--- src/ulpi_pkg.sv ---
// ulpi link layer constants, assumes a 60 MHz CLKOUT from the phy and a shortened phy reset
package ulpi_pkg;

	// command byte as a register write, code in the top two bits
	typedef struct packed {
		logic [1:0] code;	// 2'b10 for write
		logic [5:0] addr;	// immediate register address
	} reg_cmd_t;

	// command byte as a transmit, pid in the low nibble
	typedef struct packed {
		logic [1:0] code;	// 2'b01 for transmit
		logic [1:0] zero;	// must be 0
		logic [3:0] pid;	// usb pid, phy adds the check nibble
	} tx_cmd_t;

	// one tx byte, two readings
	typedef union packed {
		reg_cmd_t wr;
		tx_cmd_t  tx;
	} ulpi_cmd_u;

	// command codes
	localparam logic [1:0] CMD_TRANSMIT  = 2'd1;
	localparam logic [1:0] CMD_REG_WRITE = 2'd2;

	// register map, immediate addresses only
	localparam logic [5:0] REG_FUNC_CTRL = 6'h04;
	localparam logic [5:0] REG_OTG_CTRL  = 6'h0A;

	// otg off, peripheral mode
	localparam logic [7:0] OTG_CTRL_VAL  = 8'h00;
	// full speed, fs termination, normal op
	localparam logic [7:0] FUNC_CTRL_VAL = 8'h45;

	// phy reset hold, CLKOUT cycles
	// real boards want far longer than this
	localparam logic [15:0] PHY_RESET_CYCLES = 16'd64;

endpackage

--- src/usb_pkg.sv ---
// usb protocol constants for the first enumeration request only, no crc is generated or checked
package usb_pkg;

	// transmit pids, low nibble only
	localparam logic [3:0] PID_ACK   = 4'h2;
	localparam logic [3:0] PID_DATA1 = 4'hB;

	// DATA0 pid plus GET_DESCRIPTOR(device) setup bytes
	localparam logic [3:0] SETUP_LEN = 4'd9;
	localparam logic [0:8][7:0] SETUP_PATTERN = {
		8'hC3,	// DATA0
		8'h80,	// bmRequestType, device to host
		8'h06,	// GET_DESCRIPTOR
		8'h00, 8'h01,	// wValue, device descriptor
		8'h00, 8'h00,	// wIndex
		8'h40, 8'h00	// wLength 64
	};

	// IN token, addr 0 ep 0 with its crc5
	localparam logic [1:0] IN_LEN = 2'd3;
	localparam logic [0:2][7:0] IN_PATTERN = {8'h69, 8'h00, 8'h10};

	// crc16 bytes skipped after the setup data
	localparam logic [1:0] CRC_LEN = 2'd2;

	// device descriptor payload
	localparam logic [4:0] DESC_LEN = 5'd18;
	localparam logic [0:17][7:0] DEV_DESC = {
		8'h12, 8'h01,	// bLength, bDescriptorType
		8'h00, 8'h02,	// bcdUSB 2.00
		8'hFF, 8'hFF, 8'hFF,	// vendor specific class
		8'h08,	// bMaxPacketSize0
		8'h34, 8'h12,	// idVendor
		8'h78, 8'h56,	// idProduct
		8'h00, 8'h01,	// bcdDevice
		8'h00, 8'h00, 8'h00,	// no strings
		8'h01	// one configuration
	};

	// peer to arbiter
	typedef struct packed {
		logic       req;	// wants the bus
		logic [7:0] data;	// byte on offer, held until take
		logic       last;	// data is the final byte
	} tx_req_t;

	// arbiter to peer
	typedef struct packed {
		logic gnt;	// bus owned, until stp is done
		logic take;	// phy took data this cycle
	} tx_gnt_t;

endpackage

--- src/ulpi_phy_reset.sv ---
// phy reset runs once per reset, RST high for PHY_RESET_CYCLES after reset is released
`timescale 1ns/1ps

module ulpi_phy_reset import ulpi_pkg::*;
(
	input  logic CLKOUT,
	input  logic reset,
	output logic RST,
	output logic phy_ready
);

	logic [15:0] cnt;	// cycles since reset release

	always_ff @(posedge CLKOUT)
	begin
		if (!reset)
		begin
			cnt <= '0;
			RST <= 1'b1;	// hold phy in reset
		end
		else if (RST)
		begin
			if (cnt == PHY_RESET_CYCLES - 16'd1)
				RST <= 1'b0;	// release, never again until next reset
			else
				cnt <= cnt + 16'd1;
		end
	end

	// ready as soon as the pin drops
	assign phy_ready = ~RST;

endmodule

--- src/ulpi_tx_arbiter.sv ---
// single ulpi tx path for two peers, cfg peer wins, a grant lasts until its stp; DIR high stalls
`timescale 1ns/1ps

module ulpi_tx_arbiter import usb_pkg::*;
(
	input  logic       CLKOUT,
	input  logic       reset,
	input  logic       DIR,
	input  logic       NXT,
	input  tx_req_t    cfg_req,
	input  tx_req_t    rsp_req,
	output tx_gnt_t    cfg_gnt,
	output tx_gnt_t    rsp_gnt,
	output logic [7:0] data_out,
	output logic       data_oe,
	output logic       STP
);

	typedef enum logic [1:0] {
		A_IDLE,	// bus free for a new transfer
		A_SEND,	// forwarding owner bytes
		A_STOP	// one stp cycle
	} arb_state_t;

	arb_state_t state;
	logic       own_rsp;	// 0 cfg peer, 1 responder
	tx_req_t    cur;	// owner request
	logic       line_free;
	logic       take_now;

	assign cur       = own_rsp ? rsp_req : cfg_req;
	assign line_free = !DIR && !NXT;	// no rx, no pending nxt
	// phy latches the byte when nxt is high and we own the bus
	assign take_now  = (state == A_SEND) && NXT && !DIR;

	always_ff @(posedge CLKOUT)
	begin
		if (!reset)
		begin
			state   <= A_IDLE;
			own_rsp <= 1'b0;
		end
		else
		begin
			case (state)
				A_IDLE:
				begin
					if (line_free && (cfg_req.req || rsp_req.req))
					begin
						state   <= A_SEND;
						own_rsp <= !cfg_req.req;	// cfg first
					end
				end
				A_SEND:
				begin
					if (take_now && cur.last)
						state <= A_STOP;	// final byte gone
				end
				A_STOP:
				begin
					// phy has the bus, keep stp back until dir drops
					if (!DIR)
						state <= A_IDLE;
				end
				default: state <= A_IDLE;
			endcase
		end
	end

	// owner byte straight through, zero when idle or stopping
	assign data_out = (state == A_SEND) ? cur.data : 8'h00;
	assign STP      = (state == A_STOP) && !DIR;	// one cycle, never against dir
	assign data_oe  = ~DIR;	// link drives while phy does not

	// grant held through the stop cycle
	assign cfg_gnt.gnt  = (state != A_IDLE) && !own_rsp;
	assign cfg_gnt.take = take_now && !own_rsp;
	assign rsp_gnt.gnt  = (state != A_IDLE) && own_rsp;
	assign rsp_gnt.take = take_now && own_rsp;

endmodule

--- src/ulpi_reg_writer.sv ---
// writes OTG_CTRL then FUNC_CTRL once after phy reset, immediate addresses only, no readback
`timescale 1ns/1ps

module ulpi_reg_writer import ulpi_pkg::*, usb_pkg::*;
(
	input  logic    CLKOUT,
	input  logic    reset,
	input  logic    phy_ready,
	input  tx_gnt_t gnt,
	output tx_req_t req,
	output logic    cfg_done
);

	typedef enum logic [2:0] {
		W_IDLE,	// phy still in reset
		W_CMD,	// offering the command byte
		W_DATA,	// offering the register value
		W_STOP,	// arbiter sending stp
		W_DONE
	} wr_state_t;

	wr_state_t state;
	logic      second;	// 0 otg write, 1 func write
	ulpi_cmd_u cmd;

	always_ff @(posedge CLKOUT)
	begin
		if (!reset)
		begin
			state  <= W_IDLE;
			second <= 1'b0;
		end
		else
		begin
			case (state)
				W_IDLE: if (phy_ready) state <= W_CMD;
				W_CMD: if (gnt.take) state <= W_DATA;
				W_DATA: if (gnt.take) state <= W_STOP;	// req drops here
				W_STOP:
				begin
					// stp cycle, grant still ours
					if (gnt.gnt)
					begin
						state  <= second ? W_DONE : W_CMD;
						second <= 1'b1;
					end
				end
				default: state <= W_DONE;	// stays done
			endcase
		end
	end

	// command byte 8A or 84
	always_comb
	begin
		cmd         = '0;
		cmd.wr.code = CMD_REG_WRITE;
		cmd.wr.addr = second ? REG_FUNC_CTRL : REG_OTG_CTRL;
	end

	assign req.req  = (state == W_CMD) || (state == W_DATA);
	assign req.data = (state == W_CMD) ? cmd : (second ? FUNC_CTRL_VAL : OTG_CTRL_VAL);
	assign req.last = (state == W_DATA);
	assign cfg_done = (state == W_DONE);

endmodule

--- src/usb_rx_matcher.sv ---
// watches rx bytes for GET_DESCRIPTOR(device) setup and IN token, rx cmd bytes and crc are not decoded
`timescale 1ns/1ps

module usb_rx_matcher import usb_pkg::*;
(
	input  logic       CLKOUT,
	input  logic       reset,
	input  logic       DIR,
	input  logic       NXT,
	input  logic [7:0] data_in,
	output logic       setup_seen,
	output logic       in_seen
);

	logic       dir_q;	// dir last cycle
	logic       rx_byte;	// packet byte this cycle
	logic       dir_fall;
	logic [3:0] s_idx;	// next setup byte expected
	logic [1:0] i_idx;	// next in token byte expected
	logic [1:0] crc_left;	// crc bytes still to skip

	// turnaround is the first dir cycle, dir_q still low there
	assign rx_byte  = DIR && NXT && dir_q;
	assign dir_fall = !DIR && dir_q;

	always_ff @(posedge CLKOUT)
	begin
		if (!reset)
		begin
			dir_q      <= 1'b0;
			s_idx      <= '0;
			i_idx      <= '0;
			crc_left   <= '0;
			setup_seen <= 1'b0;
			in_seen    <= 1'b0;
		end
		else
		begin
			dir_q      <= DIR;
			setup_seen <= 1'b0;	// pulses only
			in_seen    <= 1'b0;
			if (dir_fall)
			begin
				s_idx <= '0;	// packet over, drop partials
				i_idx <= '0;
			end
			else if (rx_byte)
			begin
				// crc skip after a full setup match
				if (crc_left != 2'd0)
				begin
					crc_left <= crc_left - 2'd1;
					if (crc_left == 2'd1)
						setup_seen <= 1'b1;
				end
				// setup pattern
				if (data_in == SETUP_PATTERN[s_idx])
				begin
					if (s_idx == SETUP_LEN - 4'd1)
					begin
						s_idx    <= '0;
						crc_left <= CRC_LEN;	// two crc bytes follow
					end
					else
						s_idx <= s_idx + 4'd1;
				end
				else
					s_idx <= (data_in == SETUP_PATTERN[0]) ? 4'd1 : 4'd0;	// restart
				// in token
				if (data_in == IN_PATTERN[i_idx])
				begin
					if (i_idx == IN_LEN - 2'd1)
					begin
						i_idx   <= '0;
						in_seen <= 1'b1;
					end
					else
						i_idx <= i_idx + 2'd1;
				end
				else
					i_idx <= (data_in == IN_PATTERN[0]) ? 2'd1 : 2'd0;
			end
		end
	end

endmodule

--- src/usb_ctrl_responder.sv ---
// answers setup with ACK and the next IN with DATA1 device descriptor, no crc16 appended, no retries
`timescale 1ns/1ps

module usb_ctrl_responder import ulpi_pkg::*, usb_pkg::*;
(
	input  logic    CLKOUT,
	input  logic    reset,
	input  logic    cfg_done,
	input  logic    setup_seen,
	input  logic    in_seen,
	input  tx_gnt_t gnt,
	output tx_req_t req
);

	typedef enum logic [1:0] {
		P_WAIT_SETUP,
		P_SEND_ACK,	// single tx cmd byte
		P_WAIT_IN,
		P_SEND_DESC	// tx cmd then 18 payload bytes
	} rsp_phase_t;

	rsp_phase_t phase;
	logic [4:0] idx;	// 0 tx cmd, 1..18 descriptor bytes
	ulpi_cmd_u  cmd;
	logic       desc_last;

	assign desc_last = (idx == DESC_LEN);

	always_ff @(posedge CLKOUT)
	begin
		if (!reset)
		begin
			phase <= P_WAIT_SETUP;
			idx   <= '0;
		end
		else
		begin
			case (phase)
				P_WAIT_SETUP:
				begin
					// matches before configuration are noise
					if (cfg_done && setup_seen)
						phase <= P_SEND_ACK;
				end
				P_SEND_ACK:
				begin
					if (gnt.take)
						phase <= P_WAIT_IN;	// ack accepted
				end
				P_WAIT_IN:
				begin
					idx <= '0;
					if (in_seen)
						phase <= P_SEND_DESC;
				end
				P_SEND_DESC:
				begin
					if (gnt.take)
					begin
						idx <= idx + 5'd1;
						if (desc_last)
							phase <= P_WAIT_SETUP;	// ready for the next request
					end
				end
				default: phase <= P_WAIT_SETUP;
			endcase
		end
	end

	// tx cmd 42 for ack, 4B for data1
	always_comb
	begin
		cmd         = '0;
		cmd.tx.code = CMD_TRANSMIT;
		cmd.tx.zero = 2'b00;
		cmd.tx.pid  = (phase == P_SEND_ACK) ? PID_ACK : PID_DATA1;
	end

	always_comb
	begin
		req.req  = (phase == P_SEND_ACK) || (phase == P_SEND_DESC);
		req.last = (phase == P_SEND_ACK) || desc_last;
		if (phase == P_SEND_DESC && idx != 5'd0)
			req.data = DEV_DESC[idx - 5'd1];	// payload in order
		else
			req.data = cmd;
	end

endmodule

--- src/ulpi_link_top.sv ---
// ulpi link top, split data pins, the board wrapper ties data_out/data_oe/data_in to the pads
`timescale 1ns/1ps

module ulpi_link_top import usb_pkg::*;
(
	input  logic       CLKOUT,	// 60 MHz from the phy
	input  logic       reset,
	input  logic       DIR,
	input  logic       NXT,
	input  logic [7:0] data_in,
	output logic       RST,
	output logic       STP,
	output logic [7:0] data_out,
	output logic       data_oe
);

	logic    phy_ready;
	logic    cfg_done;
	logic    setup_seen;
	logic    in_seen;
	tx_req_t cfg_req;	// register writer side
	tx_gnt_t cfg_gnt;
	tx_req_t rsp_req;	// responder side
	tx_gnt_t rsp_gnt;

	ulpi_phy_reset u_phy_reset (
		.CLKOUT    (CLKOUT),
		.reset     (reset),
		.RST       (RST),
		.phy_ready (phy_ready)
	);

	ulpi_reg_writer u_reg_writer (
		.CLKOUT    (CLKOUT),
		.reset     (reset),
		.phy_ready (phy_ready),
		.gnt       (cfg_gnt),
		.req       (cfg_req),
		.cfg_done  (cfg_done)
	);

	usb_rx_matcher u_rx_matcher (
		.CLKOUT     (CLKOUT),
		.reset      (reset),
		.DIR        (DIR),
		.NXT        (NXT),
		.data_in    (data_in),
		.setup_seen (setup_seen),
		.in_seen    (in_seen)
	);

	usb_ctrl_responder u_responder (
		.CLKOUT     (CLKOUT),
		.reset      (reset),
		.cfg_done   (cfg_done),
		.setup_seen (setup_seen),
		.in_seen    (in_seen),
		.gnt        (rsp_gnt),
		.req        (rsp_req)
	);

	ulpi_tx_arbiter u_tx_arbiter (
		.CLKOUT   (CLKOUT),
		.reset    (reset),
		.DIR      (DIR),
		.NXT      (NXT),
		.cfg_req  (cfg_req),
		.rsp_req  (rsp_req),
		.cfg_gnt  (cfg_gnt),
		.rsp_gnt  (rsp_gnt),
		.data_out (data_out),
		.data_oe  (data_oe),
		.STP      (STP)
	);

endmodule

--- config.mk ---
export PLATFORM = sky130hd
export DESIGN_NAME = ulpi_link_top
export DESIGN_NICKNAME = d
export VERILOG_FILES = /design/src/ulpi_pkg.sv /design/src/usb_pkg.sv /design/src/ulpi_phy_reset.sv /design/src/ulpi_tx_arbiter.sv /design/src/ulpi_reg_writer.sv /design/src/usb_rx_matcher.sv /design/src/usb_ctrl_responder.sv /design/src/ulpi_link_top.sv
export SDC_FILE = /design/constraint.sdc
export NUM_CORES = 1
export LEC_CHECK = 0
export BUFFER_PORTS_ARGS = -buffer_cell sky130_fd_sc_hd__buf_2
export CAP_MARGIN = 20
export CORE_MARGIN = 4
export CORE_UTILIZATION = 45
export CTS_BUF_LIST = sky130_fd_sc_hd__clkbuf_4 sky130_fd_sc_hd__clkbuf_8 sky130_fd_sc_hd__clkbuf_16
export DETAILED_ROUTE_END_ITERATION = 10
export SYNTH_ARGS = -nofsm -noshare
export SYNTH_HDL_FRONTEND = slang
export SYNTH_HIERARCHICAL = 1
export SYNTH_SLANG_ARGS = --single-unit
--- constraint.sdc ---
create_clock -name CLKOUT -period 4.2 [get_ports CLKOUT]
set_input_delay 0.84 -clock CLKOUT [delete_from_list [all_inputs] [get_ports CLKOUT]]
set_output_delay 0.84 -clock CLKOUT [all_outputs]
set_load 0.05 [all_outputs]
# == Word-level counts from Yosys, hierarchy flattened ==
# Memory sizes are Yosys's and may differ from the RTL's.
# Cells that the tools add are included.
# totals
register_bits,42
mem_bits_ro,384
in_bits,12
memories,2
# mem_list
memory,depth,word_bits,read_ports,rd_ports_with_merged_regs,write_ports,line_no,source
(no name shown),32,8,1,0,0,usb_ctrl_responder.sv:84,req.data = DEV_DESC[idx - 5'd1];
(no name shown),16,8,1,0,0,usb_rx_matcher.sv:57,if (data_in == SETUP_PATTERN[s_idx])
# op_classes
n_addsub,6
magnitude_cmp,3
eq_ne,30
muxes,45
bitwise,10
reduce_logical,40
# ops
op,count
8-bit 2-to-1 mux,9
2-bit 2-to-1 mux,13
16-bit by 1-bit adder with 16-bit output (second input constant),1
8-bit binary-select mux with 2-bit select,1
16-bit by 6-bit equality test with 1-bit output (second input constant),1
8-bit equality test,2
4-bit 2-to-1 mux,4
2-bit != test (second input constant),8
3-bit 2-to-1 mux,5
1-bit logical AND,14
3-bit case mux with 4 select lines,1
5-bit case mux with 2 select lines,1
2-bit AND reduction,5
9-bit 2-to-1 mux,1
2-bit equality test (second input constant),4
8-bit by 7-bit equality test with 1-bit output (second input constant),1
8-bit equality test (second input constant),1
2-bit by 1-bit != test with 1-bit output (second input constant),4
2-bit case mux with 4 select lines,1
4-bit OR reduction,2
7-bit 2-to-1 mux,1
1-bit NOT,7
2-bit by 1-bit equality test with 1-bit output (second input constant),3
3-bit by 2-bit equality test with 1-bit output (second input constant),2
other kinds (28),42

# == Longest topological paths before layout ==
# Gate-level depths: netlist of the first run.
# depth
word_depth,10
ltp_mapped,10

# == Cells and area by module ==
# Netlist of the first run, hierarchy kept.
# by_module_without_submodules
mod,n_inst,cells_each,area_per_inst_um2,seq_area_each_um2
usb_ctrl_responder,1,111,852.1,140.1
ulpi_phy_reset,1,95,849.6,340.3
usb_rx_matcher,1,87,744.5,220.2
ulpi_tx_arbiter,1,44,334.1,60.1
ulpi_reg_writer,1,35,287.8,80.1

# == Least setup slack after synthesis of the first run ==
# No wires, ideal clock.
# synth_timing
path_type,register to output
startpoint,register u_responder.idx[0]
endpoint,output port data_out[3]
arrival_ps,2623
required_ps,3360
path_slack_ps,737
path_stages_with_launch,10
path_cell_list,dfxtp_1 -> clkbuf_1 -> inv_1 -> ha_1 -> or2_2 -> a21oi_1 -> o21ai_0 -> o32ai_1 -> mux2i_1 -> nor2_1
# synth_lines
item,line_no,source
start: declaration,usb_ctrl_responder.sv:23,logic [4:0] idx;
start signal: assignment,usb_ctrl_responder.sv:60,idx <= idx + 5'd1;
end: declaration,ulpi_link_top.sv:13,"output logic [7:0] data_out,"

==> flow_summary.ini, run 1 <==
[setup_path]
critical_path_arrival_ps = 2840
worstPathMaxFanout = 15
start_kind = flip-flop
cp.depth = 9
criticalPathCategory = flip-flop to output port
r2r_end = u_rx_matcher/s_idx[0]
cp_cell_sequence = inv_1, ha_1, or2_2, a21oi_1, o21ai_0, o32ai_1, mux2i_1, nor2_1, buf_2
endpoint_kind = output port
timing.rr.start = u_rx_matcher/s_idx[0]
crit_start = u_responder/idx[0]
reg2regPathDepth = 7
worst_ep_required_time_ps = 3360
crit_end = data_out[3]
crit_slowest_cell = dfxtp_1
path_buf_inv = 2
path_delay_family = compound AO/OA/AOI/OAI gates
reg2reg_slack_ps = 1860
cpPeakStageDelay_ps = 620

[run_status]
status = finished, final reports clean

[timing]
worst_pin_slew_ps = 886
final_hold_viol_count = 0
period_share_pct = 87.6
fin_crit_ps = 3680
hold_slack_ps = 466
fmaxAchievable_ghz = 0.272
fin_ws_ps = 519
finalSetupViolations = 0
fin_skew_ps = 6.36
rsz0062_at_grt = false
fin_tns_setup_ps = 0
finalMaxSlewViolations = 0
relSlewSlack_pct = 40.3

[grt]
antenna_found_initial = 0
grt-ovfl-total = 0
grt_pass1_wl_um = 10600
grt_pass1_vias = 2236
grt_use_total_pct = 15.3
grt_max_degree = 40

[die]
start_util_pct = 47.1
die_area_um2 = 8190
core_um2 = 6490
rows = 29
die_w_um = 90.5
io_pins = 23
die_h_um = 90.5

[cts]
cts.repair.resized = 0
holdBufCountCts = 0
cts_tree = done
post_cts.repair.setup_buffers = 0
cts_buffers = 5
clkTransAtPathRegs_ps = 80
htreeDepth = 2
clock_latency_ps = 300
clock-sinks = 42
clock-root-buffer = clkbuf_8
clock_path_buffers = 2

[routing]
routed-via-count = 2589
first_pass_iters = 4
drt_iter0_drc = 117
drc = 0
routedWlPerCell_um = 13.9
postRouteAntennaNets = 0
drt-total-wl_um = 6390
vias_per_cell = 5.65

[placement]
io_buffers = 22
placed_area_um2 = 3120
pre_cts_ws_ps = 837
place.gp.congestion = 0.867
dpl.hpwl_um = 4630
dp.cells = 450

[hold_path]
min_path_type = flip-flop to flip-flop

[power_and_ir_drop]
power_mw = 0.774
p_leak_nw = 1.20
p_per_area_nw_per_um2 = 239
peakVddDrop_mv = 0.115

[cells_and_area]
fin_util_pct = 49.8
final_nets = 407
area_growth_pct = 5.64
antenna_cells = 0
fin_cells = 458
drive_gt1_share_pct = 14.4
fin_area_um2 = 3230
fill_cells = 638

[run]
maxCapViolations = 0

[logic_synthesis]
syn_area_per_cell_um2 = 8.25
synth_area_um2 = 3060
synthCells = 371
yosys_warnings = 6
-- per-layer routing --
metal,GRT usage [%],routed length [um]
met5,0,0
met4,4.34,72
met3,2.92,157
met2,23.7,2750
met1,21.4,3410
-- state kept, by name, summed over array words and instances (netlist names), 2 cells and up --
register               flops
u_responder/phase          2
u_rx_matcher/s_idx         4
u_responder/idx            5
u_rx_matcher/i_idx         2
u_tx_arbiter/state         2
u_reg_writer/state         3
u_phy_reset/cnt           16
u_rx_matcher/crc_left      2
-- report_power, final --
| part | total, mW | internal, mW | leakage [nW] | switching, mW |
|---|---|---|---|---|
| registers | 0.404 | 0.401 | 0.339 | 0.00298 |
| clock network | 0.329 | 0.184 | 0.0548 | 0.145 |
| logic | 0.0416 | 0.0152 | 0.804 | 0.0264 |
-- placed cells by master, fill, tap and decap left out, drive strengths merged, types with 4 or more instances in the layout --
| master | n |
|---|---|
| xnor2 | 6 |
| nand2b | 7 |
| nor4 | 5 |
| and4 | 4 |
| mux2i | 13 |
| nor2 | 30 |
| a21oi | 15 |
| and2 | 10 |
| or3 | 7 |
| and3 | 5 |
| ha | 15 |
| nor3 | 13 |
| nand4 | 10 |
| nor3b | 6 |
| a31oi | 4 |
| buf | 22 |
| a21boi | 11 |
| inv | 19 |
| nand3 | 12 |
| o21ai | 23 |
| clkbuf | 6 |
| nor2b | 10 |
| o31ai | 4 |
| a2111oi | 4 |
| xor2 | 5 |
| nand2 | 23 |
| o211ai | 4 |
| dfxtp | 42 |
-- worst min path at each step --
stage | startpoint | end | depth (start not counted)
final | u_rx_matcher/crc_left[1] | u_rx_matcher/setup_seen | 1
after global routing | u_rx_matcher/crc_left[1] | u_rx_matcher/setup_seen | 1
after CTS | u_rx_matcher/crc_left[1] | u_rx_matcher/setup_seen | 1
after detailed placement | u_rx_matcher/crc_left[1] | u_rx_matcher/setup_seen | 1
after global placement | u_rx_matcher/crc_left[1] | u_rx_matcher/setup_seen | 1
after floorplan | u_rx_matcher/crc_left[1] | u_rx_matcher/setup_seen | 1
-- final cells by class --
class                   instances  area, um2  share of cell area [%]
inverters                      19       71.3                    2.21
flip-flops and latches         42        841                    26.0
clock inverters                 2       37.5                    1.16
repair buffers                 22        110                    3.40
well taps                      77       96.3                    2.98
multi-input cells             290       2000                    61.9
clock buffers                   6       76.3                    2.36
Power figures use the tool's default switching activity.
==> run 2: changes to the inputs <==
- clock period: 4.2 -> 3.1 ns (I/O delays scaled with it)
==> run 2 against run 1 <==
  * Register-to-register slack lost 1100 ps
  * Via count grew 2.2%
  * Clock-buffer cell count is the same
  * Cell count grew 0.87%
  * Total power grew 35%
  * Core utilization grew 1.2 points
  * Sequential share of layout area shrank 0.52 points
  * Critical path depth shrank 1
  * Clock skew grew 7.2 ps
  * Hold slack gained 5.7 ps
  * Worst setup slack lost 380 ps
  * Largest power group unchanged
  * Routed wire length grew 1.6%
==> flow_summary.ini, run 2 (same netlist as run 1, synthesis figures left out) <==
[power_and_ir_drop]
combPwrFrac_pct = 5.5
peakVddDrop_mv = 0.134
clockPowerShare_pct = 42.2
pwr-share-seq_pct = 52.3
internal_power_mw = 0.813
p_sw_mw = 0.234
swShare_pct = 22.4
p_per_area_nw_per_um2 = 316
p_leak_nw = 1.22

[setup_path]
criticalPathCategory = flip-flop to output port
cpPeakStageDelay_ps = 530
worst_ep_required_time_ps = 2480
start_kind = flip-flop
cp_cell_sequence = buf_4, or4_4, and2_4, nor3b_1, o31ai_1, mux2i_1, nor2_1, clkbuf_4
crit_slowest_cell = or4_4
critical_path_arrival_ps = 2340
endpoint_kind = output port
worstPathMaxFanout = 14
reg2reg_slack_ps = 780

[timing]
finalMaxSlewViolations = 0
worst_pin_slew_ps = 844
relSlewSlack_pct = 43.2
fin_crit_ps = 2960
finalSetupViolations = 0
period_share_pct = 95.6
hold_slack_ps = 472
fin_ws_ps = 136
fmaxAchievable_ghz = 0.337
final_hold_viol_count = 0
rsz0062_at_grt = false
fin_skew_ps = 13.5
fin_tns_setup_ps = 0

[die]
die_w_um = 90.5
die_h_um = 90.5
start_util_pct = 47.1
io_pins = 23
rows = 29
die_area_um2 = 8190
core_um2 = 6490

[routing]
routed-via-count = 2645
vias_per_cell = 5.73
first_pass_iters = 4
drt-total-wl_um = 6490
drt_iter0_drc = 91
postRouteAntennaNets = 0
drc = 0
routedWlPerCell_um = 14.1

[hold_path]
min_path_type = flip-flop to flip-flop

[cells_and_area]
top_register = u_phy_reset/cnt
area_growth_pct = 8.13
mostFrequentLayoutCells = 40 x dfxtp_1, 25 x nor2_1, 23 x nand2_1
antenna_cells = 0
drive_gt1_share_pct = 17.9
largest_reg_flops = 16
final_nets = 411
layout_commonest_cell = dfxtp_1
fin_cells = 462
largest_registers = u_phy_reset/cnt (16), u_responder/idx (5), u_rx_matcher/s_idx (4)

[grt]
grt_use_total_pct = 15.5
grt_pass1_wl_um = 10900
grt_pass1_vias = 2381
antenna_found_initial = 0
grt_max_degree = 34
grt-ovfl-total = 0

[cts]
clock-sinks = 42
clock-root-buffer = clkbuf_8
htreeDepth = 2
cts_buffers = 5
clkTransAtPathRegs_ps = 70
holdBufCountCts = 0
clock_latency_ps = 300
post_cts.repair.setup_buffers = 0
cts_tree = done
clock_path_buffers = 2

[placement]
dp.cells = 454
pre_cts_ws_ps = 303
dpl.hpwl_um = 4680
place.gp.congestion = 0.863
io_buffers = 22

[run]
maxCapViolations = 0

[run_status]
status = finished, final reports clean
## run 2: layout make-up
class,count,area [um2]
clock buffers,6,76.3
clock inverters,2,37.5
fillers,637,3180
inverters,19,71.3
multi-input cells,290,2030
flip-flops and latches,42,843
well taps,77,96.3
repair buffers,26,156
## run 2: final timing paths
path                                           endpoint  depth (start not counted)                     start
worst min-delay path            u_rx_matcher/setup_seen                          1  u_rx_matcher/crc_left[1]
worst min register to register  u_rx_matcher/setup_seen                          1  u_rx_matcher/crc_left[1]
worst max register to register    u_rx_matcher/s_idx[0]                          7     u_rx_matcher/s_idx[0]
worst max-delay path                        data_out[1]                          8        u_responder/idx[0]
## run 2: worst max-delay path: cells and delay by family (launching register included)
family	cells	cell delay (ps)
DFF	1	320
muxes	1	120
AOI/OAI and AO/OA	1	220
buffers and inverters	2	420
and+or+nand+nor	4	960
## run 2: what timing repair did
| item | 4_1_cts | 5_1_grt |
|---|---|---|
| gates resized for setup | 1 | 12 |
| endpoints found under the setup margin | 2 | 8 |
| pin swaps | 0 | 1 |
## run 2: per-stage QoR
| step | utilization, % | total power [mW] | instance area, um2 |
|---|---|---|---|
| final | 51.0 | 1.05 | 3310 |
| after global routing | 51.0 | 1.09 | 3310 |
| after CTS | 50.5 | 1.06 | 3280 |
| after detailed placement | 48.7 | 0.617 | 3160 |
| after global placement | 48.7 | 0.616 | 3160 |
| after floorplan | - | 0.593 | 3080 |
## run 2: per-layer routing
| metal | part of all wire (%) | routed length (um) | global-route usage, % | vias to the layer above |
|---|---|---|---|---|
| met5 | 0 | 0 | 0 | - |
| met4 | 0.91 | 59 | 4.21 | 0 |
| met3 | 3.3 | 215 | 3.08 | 6 |
| met2 | 45 | 2950 | 24.5 | 41 |
| met1 | 50 | 3270 | 21.5 | 1224 |
| li1 | - | - | - | 1374 |
## run 2: power by group through the flow
stage	logic (mW)	clock network [mW]	registers, mW
2_1_floorplan	0.0344	0	0.559
3_3_place_gp	0.0568	0	0.560
3_5_place_dp	0.0577	0	0.560
4_1_cts	0.0577	0.458	0.547
5_1_grt	0.0635	0.476	0.548
6_report	0.0577	0.442	0.547
